--- config.mk ---
export PLATFORM = sky130hd
export DESIGN_NAME = de_top
export DESIGN_NICKNAME = d
export VERILOG_FILES = /design/src/verilog/de_pkg.sv /design/src/verilog/de_blt_fill.sv /design/src/verilog/de_fb_arb.sv /design/src/verilog/de_host_window.sv /design/src/verilog/de_regs.sv /design/src/verilog/de_top.sv
export SDC_FILE = /design/constraint.sdc
export NUM_CORES = 1
export LEC_CHECK = 0
export BUFFER_PORTS_ARGS = -buffer_cell sky130_fd_sc_hd__buf_2
export CELL_PAD_IN_SITES_DETAIL_PLACEMENT = 0
export CELL_PAD_IN_SITES_GLOBAL_PLACEMENT = 1
export CORE_MARGIN = 1
export CORE_UTILIZATION = 35
export DETAILED_ROUTE_END_ITERATION = 7
export PLACE_DENSITY = 0.72
export SLEW_MARGIN = 20
export SYNTH_ARGS = -nofsm -noshare
export SYNTH_HDL_FRONTEND = slang
export SYNTH_HIERARCHICAL = 1
export SYNTH_SLANG_ARGS = --single-unit
--- constraint.sdc ---
create_clock -name hb_clk -period 7.8 [get_ports hb_clk]
set_clock_uncertainty 0.15 [all_clocks]
set_input_delay 0.39 -clock hb_clk [delete_from_list [all_inputs] [get_ports hb_clk]]
set_output_delay 0.39 -clock hb_clk [all_outputs]
set_load 0.01 [all_outputs]
--- src/verilog/de_pkg.sv ---
`default_nettype none

package de_pkg;

  ////////////////////////////////////////
  // Widths
  ////////////////////////////////////////

  localparam int COORD_W = 12;      // One x, y, width or height
  localparam int FB_AW   = 24;      // Frame buffer word address
  localparam int PIX_W   = 32;      // Pixel and host data word
  localparam int REG_AW  = 7;       // Host register word address

  ////////////////////////////////////////
  // Register map
  ////////////////////////////////////////

  localparam logic [REG_AW-1:0] REG_DORG  = 7'd0;  // Destination origin
  localparam logic [REG_AW-1:0] REG_PITCH = 7'd1;  // Words per row
  localparam logic [REG_AW-1:0] REG_FORE  = 7'd2;  // Foreground color
  localparam logic [REG_AW-1:0] REG_XY0   = 7'd3;  // Start corner
  localparam logic [REG_AW-1:0] REG_WH    = 7'd4;  // Width and height
  localparam logic [REG_AW-1:0] REG_CMD   = 7'd5;
  localparam logic [REG_AW-1:0] REG_STAT  = 7'd6;

  // Command word
  localparam int CMD_GO_BIT = 0;    // Start a fill
  localparam int CMD_IE_BIT = 1;    // Interrupt on done

  // Status word, write 1 to the int bit to clear it
  localparam int STAT_BUSY_BIT = 0;
  localparam int STAT_INT_BIT  = 1;

  ////////////////////////////////////////
  // Register word views
  ////////////////////////////////////////

  // Coordinate pair, x low and y in the upper half
  typedef struct packed {
    logic [PIX_W-COORD_W-16-1:0] rsvd_hi;
    logic [COORD_W-1:0]          y;
    logic [16-COORD_W-1:0]       rsvd_lo;
    logic [COORD_W-1:0]          x;
  } reg_xy_t;

  // Same host word, read either raw or as an x/y pair
  typedef union packed {
    logic [PIX_W-1:0] raw;
    reg_xy_t          xy;
  } reg_word_u;

endpackage

`default_nettype wire

--- src/verilog/de_blt_fill.sv ---
`timescale 1ns/100ps
`default_nettype none

module de_blt_fill import de_pkg::*; (
  input  logic               hb_clk,
  input  logic               rst_n,
  input  logic               cmd_go,
  input  logic [FB_AW-1:0]   dorg,
  input  logic [COORD_W-1:0] pitch,
  input  logic [PIX_W-1:0]   fore,
  input  logic [COORD_W-1:0] xy0_x,
  input  logic [COORD_W-1:0] xy0_y,
  input  logic [COORD_W-1:0] wid,
  input  logic [COORD_W-1:0] hgt,
  input  logic               fill_gnt,
  output logic               fill_req,
  output logic [FB_AW-1:0]   fill_addr,
  output logic [PIX_W-1:0]   fill_data,
  output logic               fill_busy,
  output logic               fill_done
);

  logic [COORD_W-1:0] x_cnt, y_cnt;
  logic [COORD_W-1:0] wid_q, hgt_q, pitch_q;   // Held for the whole command
  logic [FB_AW-1:0]   row_base;
  logic [FB_AW-1:0]   start_addr;
  logic               size_zero;
  logic               x_last, y_last;

  assign size_zero  = (wid == '0) || (hgt == '0);
  assign start_addr = dorg + FB_AW'(xy0_y) * FB_AW'(pitch) + FB_AW'(xy0_x);
  assign x_last     = (x_cnt == wid_q - 1'b1);
  assign y_last     = (y_cnt == hgt_q - 1'b1);
  assign fill_addr  = row_base + FB_AW'(x_cnt);

  // Command parameters
  always_ff @(posedge hb_clk) begin
    if (cmd_go) begin
      wid_q     <= wid;
      hgt_q     <= hgt;
      pitch_q   <= pitch;
      fill_data <= fore;
    end
  end

  // Row-major walk, one pixel in flight
  always_ff @(posedge hb_clk) begin
    if (!rst_n) begin
      fill_busy <= 1'b0;
      fill_req  <= 1'b0;
      fill_done <= 1'b0;
      x_cnt     <= '0;
      y_cnt     <= '0;
      row_base  <= '0;
    end else begin
      fill_done <= 1'b0;
      if (cmd_go) begin
        fill_busy <= 1'b1;
        fill_req  <= !size_zero;
        fill_done <= size_zero;               // Empty rectangle ends at once
        x_cnt     <= '0;
        y_cnt     <= '0;
        row_base  <= start_addr;
      end else if (fill_done) begin
        fill_busy <= 1'b0;
      end else if (fill_req && fill_gnt) begin
        if (x_last) begin
          x_cnt    <= '0;
          y_cnt    <= y_cnt + 1'b1;
          row_base <= row_base + FB_AW'(pitch_q);
          if (y_last) begin
            fill_req  <= 1'b0;
            fill_done <= 1'b1;
          end
        end else begin
          x_cnt <= x_cnt + 1'b1;
        end
      end
    end
  end

  a_req_hold: assert property (@(posedge hb_clk) disable iff (!rst_n)
    fill_req && !fill_gnt |=> fill_req && $stable(fill_addr));

endmodule

`default_nettype wire

--- src/verilog/de_fb_arb.sv ---
`timescale 1ns/100ps
`default_nettype none

module de_fb_arb import de_pkg::*; (
  input  logic             hb_clk,
  input  logic             rst_n,
  input  logic             win_req,
  input  logic [FB_AW-1:0] win_addr,
  input  logic [PIX_W-1:0] win_data,
  input  logic             fill_req,
  input  logic [FB_AW-1:0] fill_addr,
  input  logic [PIX_W-1:0] fill_data,
  input  logic             mc_busy,
  output logic             win_gnt,
  output logic             fill_gnt,
  output logic             fb_we,
  output logic [FB_AW-1:0] fb_addr,
  output logic [PIX_W-1:0] fb_data
);

  ////////////////////////////////////////
  // Fixed priority, host window first
  ////////////////////////////////////////

  // Nothing moves while the memory controller is busy
  assign win_gnt  = win_req && !mc_busy;
  assign fill_gnt = fill_req && !win_req && !mc_busy;
  assign fb_we    = win_gnt || fill_gnt;

  // Steer the winner onto the port
  always_comb begin
    if (win_gnt) begin
      fb_addr = win_addr;
      fb_data = win_data;
    end else begin
      fb_addr = fill_addr;
      fb_data = fill_data;
    end
  end

  a_one_gnt: assert property (@(posedge hb_clk) disable iff (!rst_n)
    !(win_gnt && fill_gnt));

  // A stalled window request must still be there next cycle
  a_win_wait: assert property (@(posedge hb_clk) disable iff (!rst_n)
    win_req && !win_gnt |=> win_req);

endmodule

`default_nettype wire

--- src/verilog/de_host_window.sv ---
`timescale 1ns/100ps
`default_nettype none

module de_host_window import de_pkg::*; (
  input  logic             hb_clk,
  input  logic             rst_n,
  input  logic             hb_xyw_csn,
  input  logic             hb_wstrb,
  input  logic [FB_AW-1:0] hb_win_adr,
  input  logic [PIX_W-1:0] hb_din,
  input  logic [FB_AW-1:0] dorg,
  input  logic             win_gnt,
  output logic             win_req,
  output logic [FB_AW-1:0] win_addr,
  output logic [PIX_W-1:0] win_data,
  output logic             busy_hb
);

  logic win_wr;
  logic pending;

  assign win_wr  = !hb_xyw_csn && hb_wstrb;
  assign win_req = pending;
  assign busy_hb = pending;    // Host holds off while a word waits

  always_ff @(posedge hb_clk) begin
    if (!rst_n)
      pending <= 1'b0;
    else if (win_gnt)
      pending <= 1'b0;
    else if (win_wr)
      pending <= 1'b1;
  end

  // Word offset relative to the destination origin
  always_ff @(posedge hb_clk) begin
    if (win_wr && !pending) begin
      win_addr <= dorg + hb_win_adr;
      win_data <= hb_din;
    end
  end

  a_no_overrun: assert property (@(posedge hb_clk) disable iff (!rst_n)
    busy_hb |-> !win_wr);

endmodule

`default_nettype wire

--- src/verilog/de_regs.sv ---
`timescale 1ns/100ps
`default_nettype none

module de_regs import de_pkg::*; (
  input  logic               hb_clk,
  input  logic               rst_n,
  input  logic               hb_csn_de,
  input  logic               hb_wstrb,
  input  logic [REG_AW-1:0]  hb_adr,
  input  logic [PIX_W-1:0]   hb_din,
  input  logic               fill_busy,
  input  logic               fill_done,
  output logic [PIX_W-1:0]   hb_dout,
  output logic               cmd_go,
  output logic [FB_AW-1:0]   dorg,
  output logic [COORD_W-1:0] pitch,
  output logic [PIX_W-1:0]   fore,
  output logic [COORD_W-1:0] xy0_x,
  output logic [COORD_W-1:0] xy0_y,
  output logic [COORD_W-1:0] wid,
  output logic [COORD_W-1:0] hgt,
  output logic               dx_deb,
  output logic               de_ddint_tog,
  output logic               interrupt
);

  logic      reg_wr;
  logic      cmd_ie;
  reg_word_u wr_word;
  reg_word_u rd_word;

  assign reg_wr  = !hb_csn_de && hb_wstrb;
  assign wr_word = reg_word_u'(hb_din);
  assign dx_deb  = fill_busy;              // Engine busy straight from the walker

  ////////////////////////////////////////
  // Host writes
  ////////////////////////////////////////

  always_ff @(posedge hb_clk) begin
    if (!rst_n) begin
      dorg         <= '0;
      pitch        <= '0;
      fore         <= '0;
      xy0_x        <= '0;
      xy0_y        <= '0;
      wid          <= '0;
      hgt          <= '0;
      cmd_ie       <= 1'b0;
      cmd_go       <= 1'b0;
      de_ddint_tog <= 1'b0;
      interrupt    <= 1'b0;
    end else begin
      cmd_go <= 1'b0;
      if (reg_wr) begin
        case (hb_adr)
          REG_DORG:  dorg  <= hb_din[FB_AW-1:0];
          REG_PITCH: pitch <= hb_din[COORD_W-1:0];
          REG_FORE:  fore  <= hb_din;
          REG_XY0: begin
            xy0_x <= wr_word.xy.x;
            xy0_y <= wr_word.xy.y;
          end
          REG_WH: begin
            wid <= wr_word.xy.x;
            hgt <= wr_word.xy.y;
          end
          REG_CMD: begin
            cmd_ie <= hb_din[CMD_IE_BIT];
            cmd_go <= hb_din[CMD_GO_BIT] && !fill_busy && !cmd_go; // Dropped if busy
          end
          default: ;
        endcase
      end
      // Done wins over a clear in the same cycle
      if (fill_done) begin
        de_ddint_tog <= ~de_ddint_tog;
        if (cmd_ie)
          interrupt <= 1'b1;
      end else if (reg_wr && hb_adr == REG_STAT && hb_din[STAT_INT_BIT]) begin
        interrupt <= 1'b0;
      end
    end
  end

  // Readback
  always_comb begin
    rd_word = '0;
    case (hb_adr)
      REG_DORG:  rd_word.raw = PIX_W'(dorg);
      REG_PITCH: rd_word.raw = PIX_W'(pitch);
      REG_FORE:  rd_word.raw = fore;
      REG_XY0: begin
        rd_word.xy.x = xy0_x;
        rd_word.xy.y = xy0_y;
      end
      REG_WH: begin
        rd_word.xy.x = wid;
        rd_word.xy.y = hgt;
      end
      REG_CMD: rd_word.raw[CMD_IE_BIT] = cmd_ie;
      REG_STAT: begin
        rd_word.raw[STAT_BUSY_BIT] = fill_busy;
        rd_word.raw[STAT_INT_BIT]  = interrupt;
      end
      default: ;
    endcase
    hb_dout = rd_word.raw;
  end

  // Walker must stay idle from the go write to the start pulse
  a_go_idle: assert property (@(posedge hb_clk) disable iff (!rst_n)
    cmd_go |-> !fill_busy);

endmodule

`default_nettype wire

--- src/verilog/de_top.sv ---
`timescale 1ns/100ps
`default_nettype none

module de_top import de_pkg::*; (
  input  logic              hb_clk,
  input  logic              rst_n,
  // Host register access
  input  logic              hb_csn_de,
  input  logic              hb_wstrb,
  input  logic [REG_AW-1:0] hb_adr,
  input  logic [PIX_W-1:0]  hb_din,
  output logic [PIX_W-1:0]  hb_dout,
  // Host XY window
  input  logic              hb_xyw_csn,
  input  logic [FB_AW-1:0]  hb_win_adr,
  output logic              busy_hb,
  // Frame buffer write port
  output logic              fb_we,
  output logic [FB_AW-1:0]  fb_addr,
  output logic [PIX_W-1:0]  fb_data,
  input  logic              mc_busy,
  // Status
  output logic              dx_deb,
  output logic              de_ddint_tog,
  output logic              interrupt
);

  logic               cmd_go;
  logic [FB_AW-1:0]   dorg;
  logic [COORD_W-1:0] pitch;
  logic [PIX_W-1:0]   fore;
  logic [COORD_W-1:0] xy0_x, xy0_y;
  logic [COORD_W-1:0] wid, hgt;
  logic               fill_busy, fill_done;
  logic               fill_req, fill_gnt;
  logic [FB_AW-1:0]   fill_addr;
  logic [PIX_W-1:0]   fill_data;
  logic               win_req, win_gnt;
  logic [FB_AW-1:0]   win_addr;
  logic [PIX_W-1:0]   win_data;

  de_regs de_regs_inst (
    .hb_clk, .rst_n, .hb_csn_de, .hb_wstrb, .hb_adr, .hb_din,
    .fill_busy, .fill_done, .hb_dout, .cmd_go, .dorg, .pitch, .fore,
    .xy0_x, .xy0_y, .wid, .hgt, .dx_deb, .de_ddint_tog, .interrupt
  );

  de_blt_fill de_blt_fill_inst (
    .hb_clk, .rst_n, .cmd_go, .dorg, .pitch, .fore, .xy0_x, .xy0_y,
    .wid, .hgt, .fill_gnt, .fill_req, .fill_addr, .fill_data,
    .fill_busy, .fill_done
  );

  de_host_window de_host_window_inst (
    .hb_clk, .rst_n, .hb_xyw_csn, .hb_wstrb, .hb_win_adr, .hb_din,
    .dorg, .win_gnt, .win_req, .win_addr, .win_data, .busy_hb
  );

  de_fb_arb de_fb_arb_inst (
    .hb_clk, .rst_n, .win_req, .win_addr, .win_data, .fill_req,
    .fill_addr, .fill_data, .mc_busy, .win_gnt, .fill_gnt,
    .fb_we, .fb_addr, .fb_data
  );

endmodule

`default_nettype wire

### After elaboration in Yosys (flattened, before gate mapping)

Index checks and enable logic that the tools add are counted.

* bits in registers: 296
* bits of input ports: 69
* output and inout bits: 93
* word-level logic and storage cells: 117

* $add $sub $neg: 9
* $mul: 1
* eq/ne operators: 10
* muxes and demuxes: 28
* bitwise logic cells: 3
* reduce and logical (&&, ||, !) cells: 42

Operators by type and width (count)
* 2-to-1 mux 24 bit: 5
* adder 24 x 12 -> 24 bit: 3
* one-hot mux 10 bit (5 select lines): 1
* adder 24 bit: 2
* one-hot mux 12 bit (4 select lines): 1
* 2-to-1 mux 32 bit: 1
* adder 12 x 1 -> 12 bit, second input constant: 2
* equality test 12 bit: 2
* zero test 12 bit: 2
* multiplier 12 x 12 -> 24 bit: 1
* subtractor 12 x 1 -> 12 bit, second input constant: 2
* equality test 7 x 3 -> 1 bit, second input constant: 3
* AND reduction 2 bit: 8
* 2-to-1 mux 1 bit: 15
* equality test 7 x 2 -> 1 bit, second input constant: 2
* 2-to-1 mux 12 bit: 1
* logical AND 1 bit: 11
* nonzero test 2 bit: 5
* AND reduction 3 bit: 3
* one-hot mux 4 bit (2 select lines): 1
* equality test 7 x 1 -> 1 bit, second input constant: 1
* zero test 1 bit: 7
* zero test 7 bit: 1
* one-hot mux 1 bit (7 select lines): 1
* other kinds (7): 12

### Logic depth before layout (Yosys ltp)

* depth in word-level cells: 7
* mapped depth: 23
* depth with buffers taken out: 22

### Cells and area by module

Netlist, hierarchy kept.

By module, submodules not included
* de_blt_fill: instances 1, cells an instance 1291, area an instance 12110.4 µm²
* de_regs: instances 1, cells an instance 595, area an instance 5124.9 µm²
* de_host_window: instances 1, cells an instance 229, area an instance 2970.3 µm²
* de_fb_arb: instances 1, cells an instance 67, area an instance 827.0 µm²

### Worst setup path after synthesis

No wires, ideal clock.

* path type: flip-flop to flip-flop
* from: reg de_regs_inst.pitch[2]
* to: reg de_blt_fill_inst.row_base[22]
* arrival: 5655 ps
* required time: 7520 ps
* path slack: 1864 ps
* stages on the path, launching flop included: 24
* buffers on the path: 1
* clock period less this slack: 5936 ps
* cell sequence: dfxtp_1 > clkbuf_1 > and2_1 > fa_1 > inv_1 > fa_1 > inv_1 > fa_1 > inv_1 > fa_1 > inv_1 > fa_1 > inv_1 > fa_1 > inv_1 > ha_1 > and4_1 > a211oi_1 > o21ai_1 > a31oi_1 > o21ai_1 > a41oi_1 > xor2_1 > o22ai_1

* word-level cells in the longest chain between the ends: 4

RTL lines
* start, declared: RTL line de_regs.sv:16 `output logic [COORD_W-1:0] pitch,`
* start signal, assigned: RTL line de_regs.sv:58 `REG_PITCH: pitch <= hb_din[COORD_W-1:0];`
* multiplier 12 x 12 -> 24 bit: RTL line de_blt_fill.sv:31 `assign start_addr = dorg + FB_AW'(xy0_y) * FB_AW'(pitch) + FB_AW'(xy0_x);`
* adder 24 bit: RTL line de_blt_fill.sv:31
* adder 24 x 12 -> 24 bit: RTL line de_blt_fill.sv:31
* 2-to-1 mux 24 bit: RTL line de_blt_fill.sv:57 `if (cmd_go) begin`
* end signal, assigned: RTL line de_blt_fill.sv:63 `row_base <= start_addr;`
* end signal, assigned: RTL line de_blt_fill.sv:70 `row_base <= row_base + FB_AW'(pitch_q);`
* end, declared: RTL line de_blt_fill.sv:25 `logic [FB_AW-1:0] row_base;`

No other way between the ends.
A chain may end at the register's enable or synchronous reset.

### Final worst setup path

Same ends and word-level chain as after synthesis.

==> metrics.txt <==
Final Slew Violations 0; CTS tree done; Worst Path Arrival slightly below 7000 ps; area growth from synthesis to layout 13.7%; DR WL/cell 20.9 um; total wire length 65100 um; critical path type reg -> reg; H-tree depth 2; syn nets ~2500; number of flops mapped to enable cells by yosys about 120; Reg clk slew, reported paths 60 ps; crit start category flop; worst hold path type in -> reg; Finished Cell Area 23900 um2; layout cell share with drive strength beyond 1 0.135; ANT cells 0; failing checks design-rule violations; Core Area around 59000 um2; FP Rows just under 90; Slew HR 0.180; Multi-input gate area 12600 um2; Net count, final about 2700; CP max FO 15; antenna viol nets, final 0; DRT Pass-1 Iters 7; via/cell ratio roughly 5.3; number of global-route vias before repair between 15000 and 20000; RSZ-0062 raised after global routing no; Leak 10.4 nW; Sequential cell area 7170 um2; DP Area 22400 um2; CP max stage cell a31oi_1; root buf cell clkbuf_16; Netlist cell types between 80 and 90; placer congestion estimate a little over 0.9; endpoint type of the worst setup path flop; Mapped Cells approximately 2200; final core utilization 0.404; Clock Sinks between 200 and 300; Crit path required time a little over 8000 ps; Final Cycle Share 0.840; die height around 250 um; io pins around 160; initial antenna violation count 2; Fill cells slightly below 6000; TritonCTS buffer count 35; Die Wd between 200 and 250 um; Max stage delay on crit path 550 ps; # setup viols final 0; DP HPWL between 40000 and 50000 um; Post-CTS Setup Repair Bufs 0; Via Count between 15000 and 20000; Syn Area/Cell 9.64 um2; die area around 61000 um2; Port-buffer cells roughly 160; cell area after synthesis roughly 21000 um2; Overall Global Routing Usage 0.214; Worst-Skew Late Latency 560 ps; Hold Fails Final Rpt 0; CP Cell Sequence and2_1 > fa_1 > inv_1 > fa_1 > inv_1 > fa_1 > inv_1 > fa_1 > inv_1 > fa_1 > inv_1 > fa_1 > inv_1 > ha_1 > and4_1 > a211oi_1 > o21ai_1 > a31oi_1 > o21ai_1 > a41oi_1 > xor2_1 > o22ai_1; residual DRC count 4; largest net degree at the start of global routing 100; Fmax between 150 and 200 MHz; Synth Flop Type dfxtp_1; Initial Util 0.355; gr ovfl total 0; first-pass GRT wire length 99000 um; Clock Path Buffers 3; post-synthesis sequential area ratio 0.341; VDD IR max about 0.14 mV; Warnings, synthesis 6; Hold Slack 17.9 ps; FF+latch count, synth 296; initial drt markers between 1000 and 1500; status finished, violations left; Post-synth ARST share 0; worst-margin pin slew about 1200 ps; Tmin final roughly 6600 ps; Max-Cap Viols 0; setup_tns 0 ps; PD cells ~140 nW/um2; final cell count without fillers about 3100; Placed Cells just over 3000
-- layout by cell type, fill, tap and decap left out, types with 11 or more instances in the layout --
master | synthesis | layout
xor2_1 | 41 | 41
buf_2 | 23 | 160
a21oi_1 | 74 | 74
nand3_1 | 100 | 100
a211oi_1 | 14 | 14
o211ai_1 | 11 | 11
edfxtp_1 | 124 | 124
buf_4 | 4 | 15
mux2i_1 | 58 | 58
nor2_1 | 98 | 98
clkbuf_16 | 0 | 36
a31oi_1 | 11 | 11
o21bai_1 | 11 | 11
nor3_1 | 24 | 24
a21o_1 | 23 | 23
ha_1 | 128 | 128
inv_1 | 198 | 198
nor4_1 | 12 | 12
and3_1 | 18 | 17
and2_1 | 78 | 78
nor2b_1 | 11 | 11
nand2_1 | 262 | 262
fa_1 | 134 | 134
xnor2_1 | 80 | 80
dfxtp_1 | 172 | 171
o21ai_0 | 114 | 114
a22oi_1 | 41 | 41
o21ai_1 | 22 | 22
mux2_2 | 27 | 27
mux2_4 | 29 | 29
or3_1 | 17 | 17
dlygate4sd3_1 | 0 | 34
-- routing by layer --
layer  track usage  part of all wire  vias up
met4        0.0610             0.025        2
met3        0.0367             0.064       87
li1              -                 -     7817
met1         0.299              0.46     8198
met2         0.339              0.45      495
met5             0           0.00015        -
-- stage by stage --
| step | total power [mW] | setup WS [ps] |
|---|---|---|
| final | 3.46 | 1250 |
| after global routing | 3.56 | 931 |
| after CTS | 3.50 | 1220 |
| after detailed placement | 1.81 | 1260 |
| after global placement | 1.81 | 1250 |
| after floorplan | 1.75 | 1860 |
-- flip-flops by register name, indices dropped and copies added, names as in the netlist, 24 cells and up --
register / flops
de_host_window_inst/win_data: 32
de_regs_inst/fore: 32
de_regs_inst/dorg: 24
de_blt_fill_inst/fill_data: 32
de_host_window_inst/win_addr: 24
de_blt_fill_inst/row_base: 24
-- kinds of logic (layout without fill, tap and decap cells) --
| family | count (synthesis) | count (layout) | share of synthesized area |
|---|---|---|---|
| fa+ha+maj | 262 | 262 | 0.204 |
| compound gates | 395 | 395 | 0.119 |
| flops | 296 | 296 | 0.341 |
| mux | 116 | 116 | 0.0649 |
| simple gates | 685 | 685 | 0.161 |
| xor+xnor | 121 | 121 | 0.0504 |
| buf+inv | 307 | 472 | 0.0599 |
-- repair_timing --
| action | CTS | global route |
|---|---|---|
| endpoints found under the hold margin | 76 | 0 |
| hold buffers | 34 | 0 |
| resized for setup | 0 | 0 |
-- layout make-up --
class	count	share of cell area
well taps	773	0.0405
clock inverters	20	0.00806
clock buffers	43	0.0396
inverters	199	0.0312
repair buffers	210	0.0529
flip-flops and latches	296	0.300
multi-input cells	1579	0.528
-- worst max-delay path, delay by kind of cell, from the launching register on --
family,cells,cell delay [ps]
and+or+nand+nor,2,480
DFF,1,470
AOI/OAI and AO/OA,6,1420
buffers and inverters,6,300
xor gates and xnor gates,1,170
adders and majority gates,7,3390
-- cell usage after synthesis, drive strengths merged (12+ instances only) --
| cell | n | area share |
|---|---|---|
| a211oi | 15 | 0.0056 |
| a21o | 23 | 0.0082 |
| a21oi | 74 | 0.018 |
| a22oi | 41 | 0.015 |
| a31oi | 12 | 0.0039 |
| and2 | 81 | 0.024 |
| and3 | 18 | 0.0054 |
| buf | 40 | 0.012 |
| clkbuf | 68 | 0.012 |
| dfxtp | 172 | 0.16 |
| edfxtp | 124 | 0.18 |
| fa | 134 | 0.13 |
| ha | 128 | 0.076 |
| inv | 198 | 0.035 |
| mux2 | 56 | 0.035 |
| mux2i | 58 | 0.028 |
| nand2 | 265 | 0.048 |
| nand3 | 100 | 0.024 |
| nor2 | 98 | 0.017 |
| nor3 | 25 | 0.0062 |
| nor4 | 14 | 0.0056 |
| o21ai | 136 | 0.032 |
| or3 | 17 | 0.0051 |
| xnor2 | 80 | 0.033 |
| xor2 | 41 | 0.017 |
-- path summary, 6_finish.rpt --
check                                            from                             end  slack (ps)  cells after the start
worst min register to register  de_regs_inst/fore[28]  de_blt_fill_inst/fill_data[28]         300                      0
worst min-delay path                         hb_wstrb     de_host_window_inst/busy_hb          20                      3
worst max register to register  de_regs_inst/pitch[2]   de_blt_fill_inst/row_base[22]        1250                     22
worst max-delay path            de_regs_inst/pitch[2]   de_blt_fill_inst/row_base[22]        1250                     22
-- report_power, final --
part           switching [mW]  internal, mW  total (mW)
combinational           0.104        0.0622       0.166
sequential            0.00582          1.62        1.63
clock                   0.697         0.970        1.67
total                   0.806          2.65        3.46
Power figures use the tool's default switching activity.
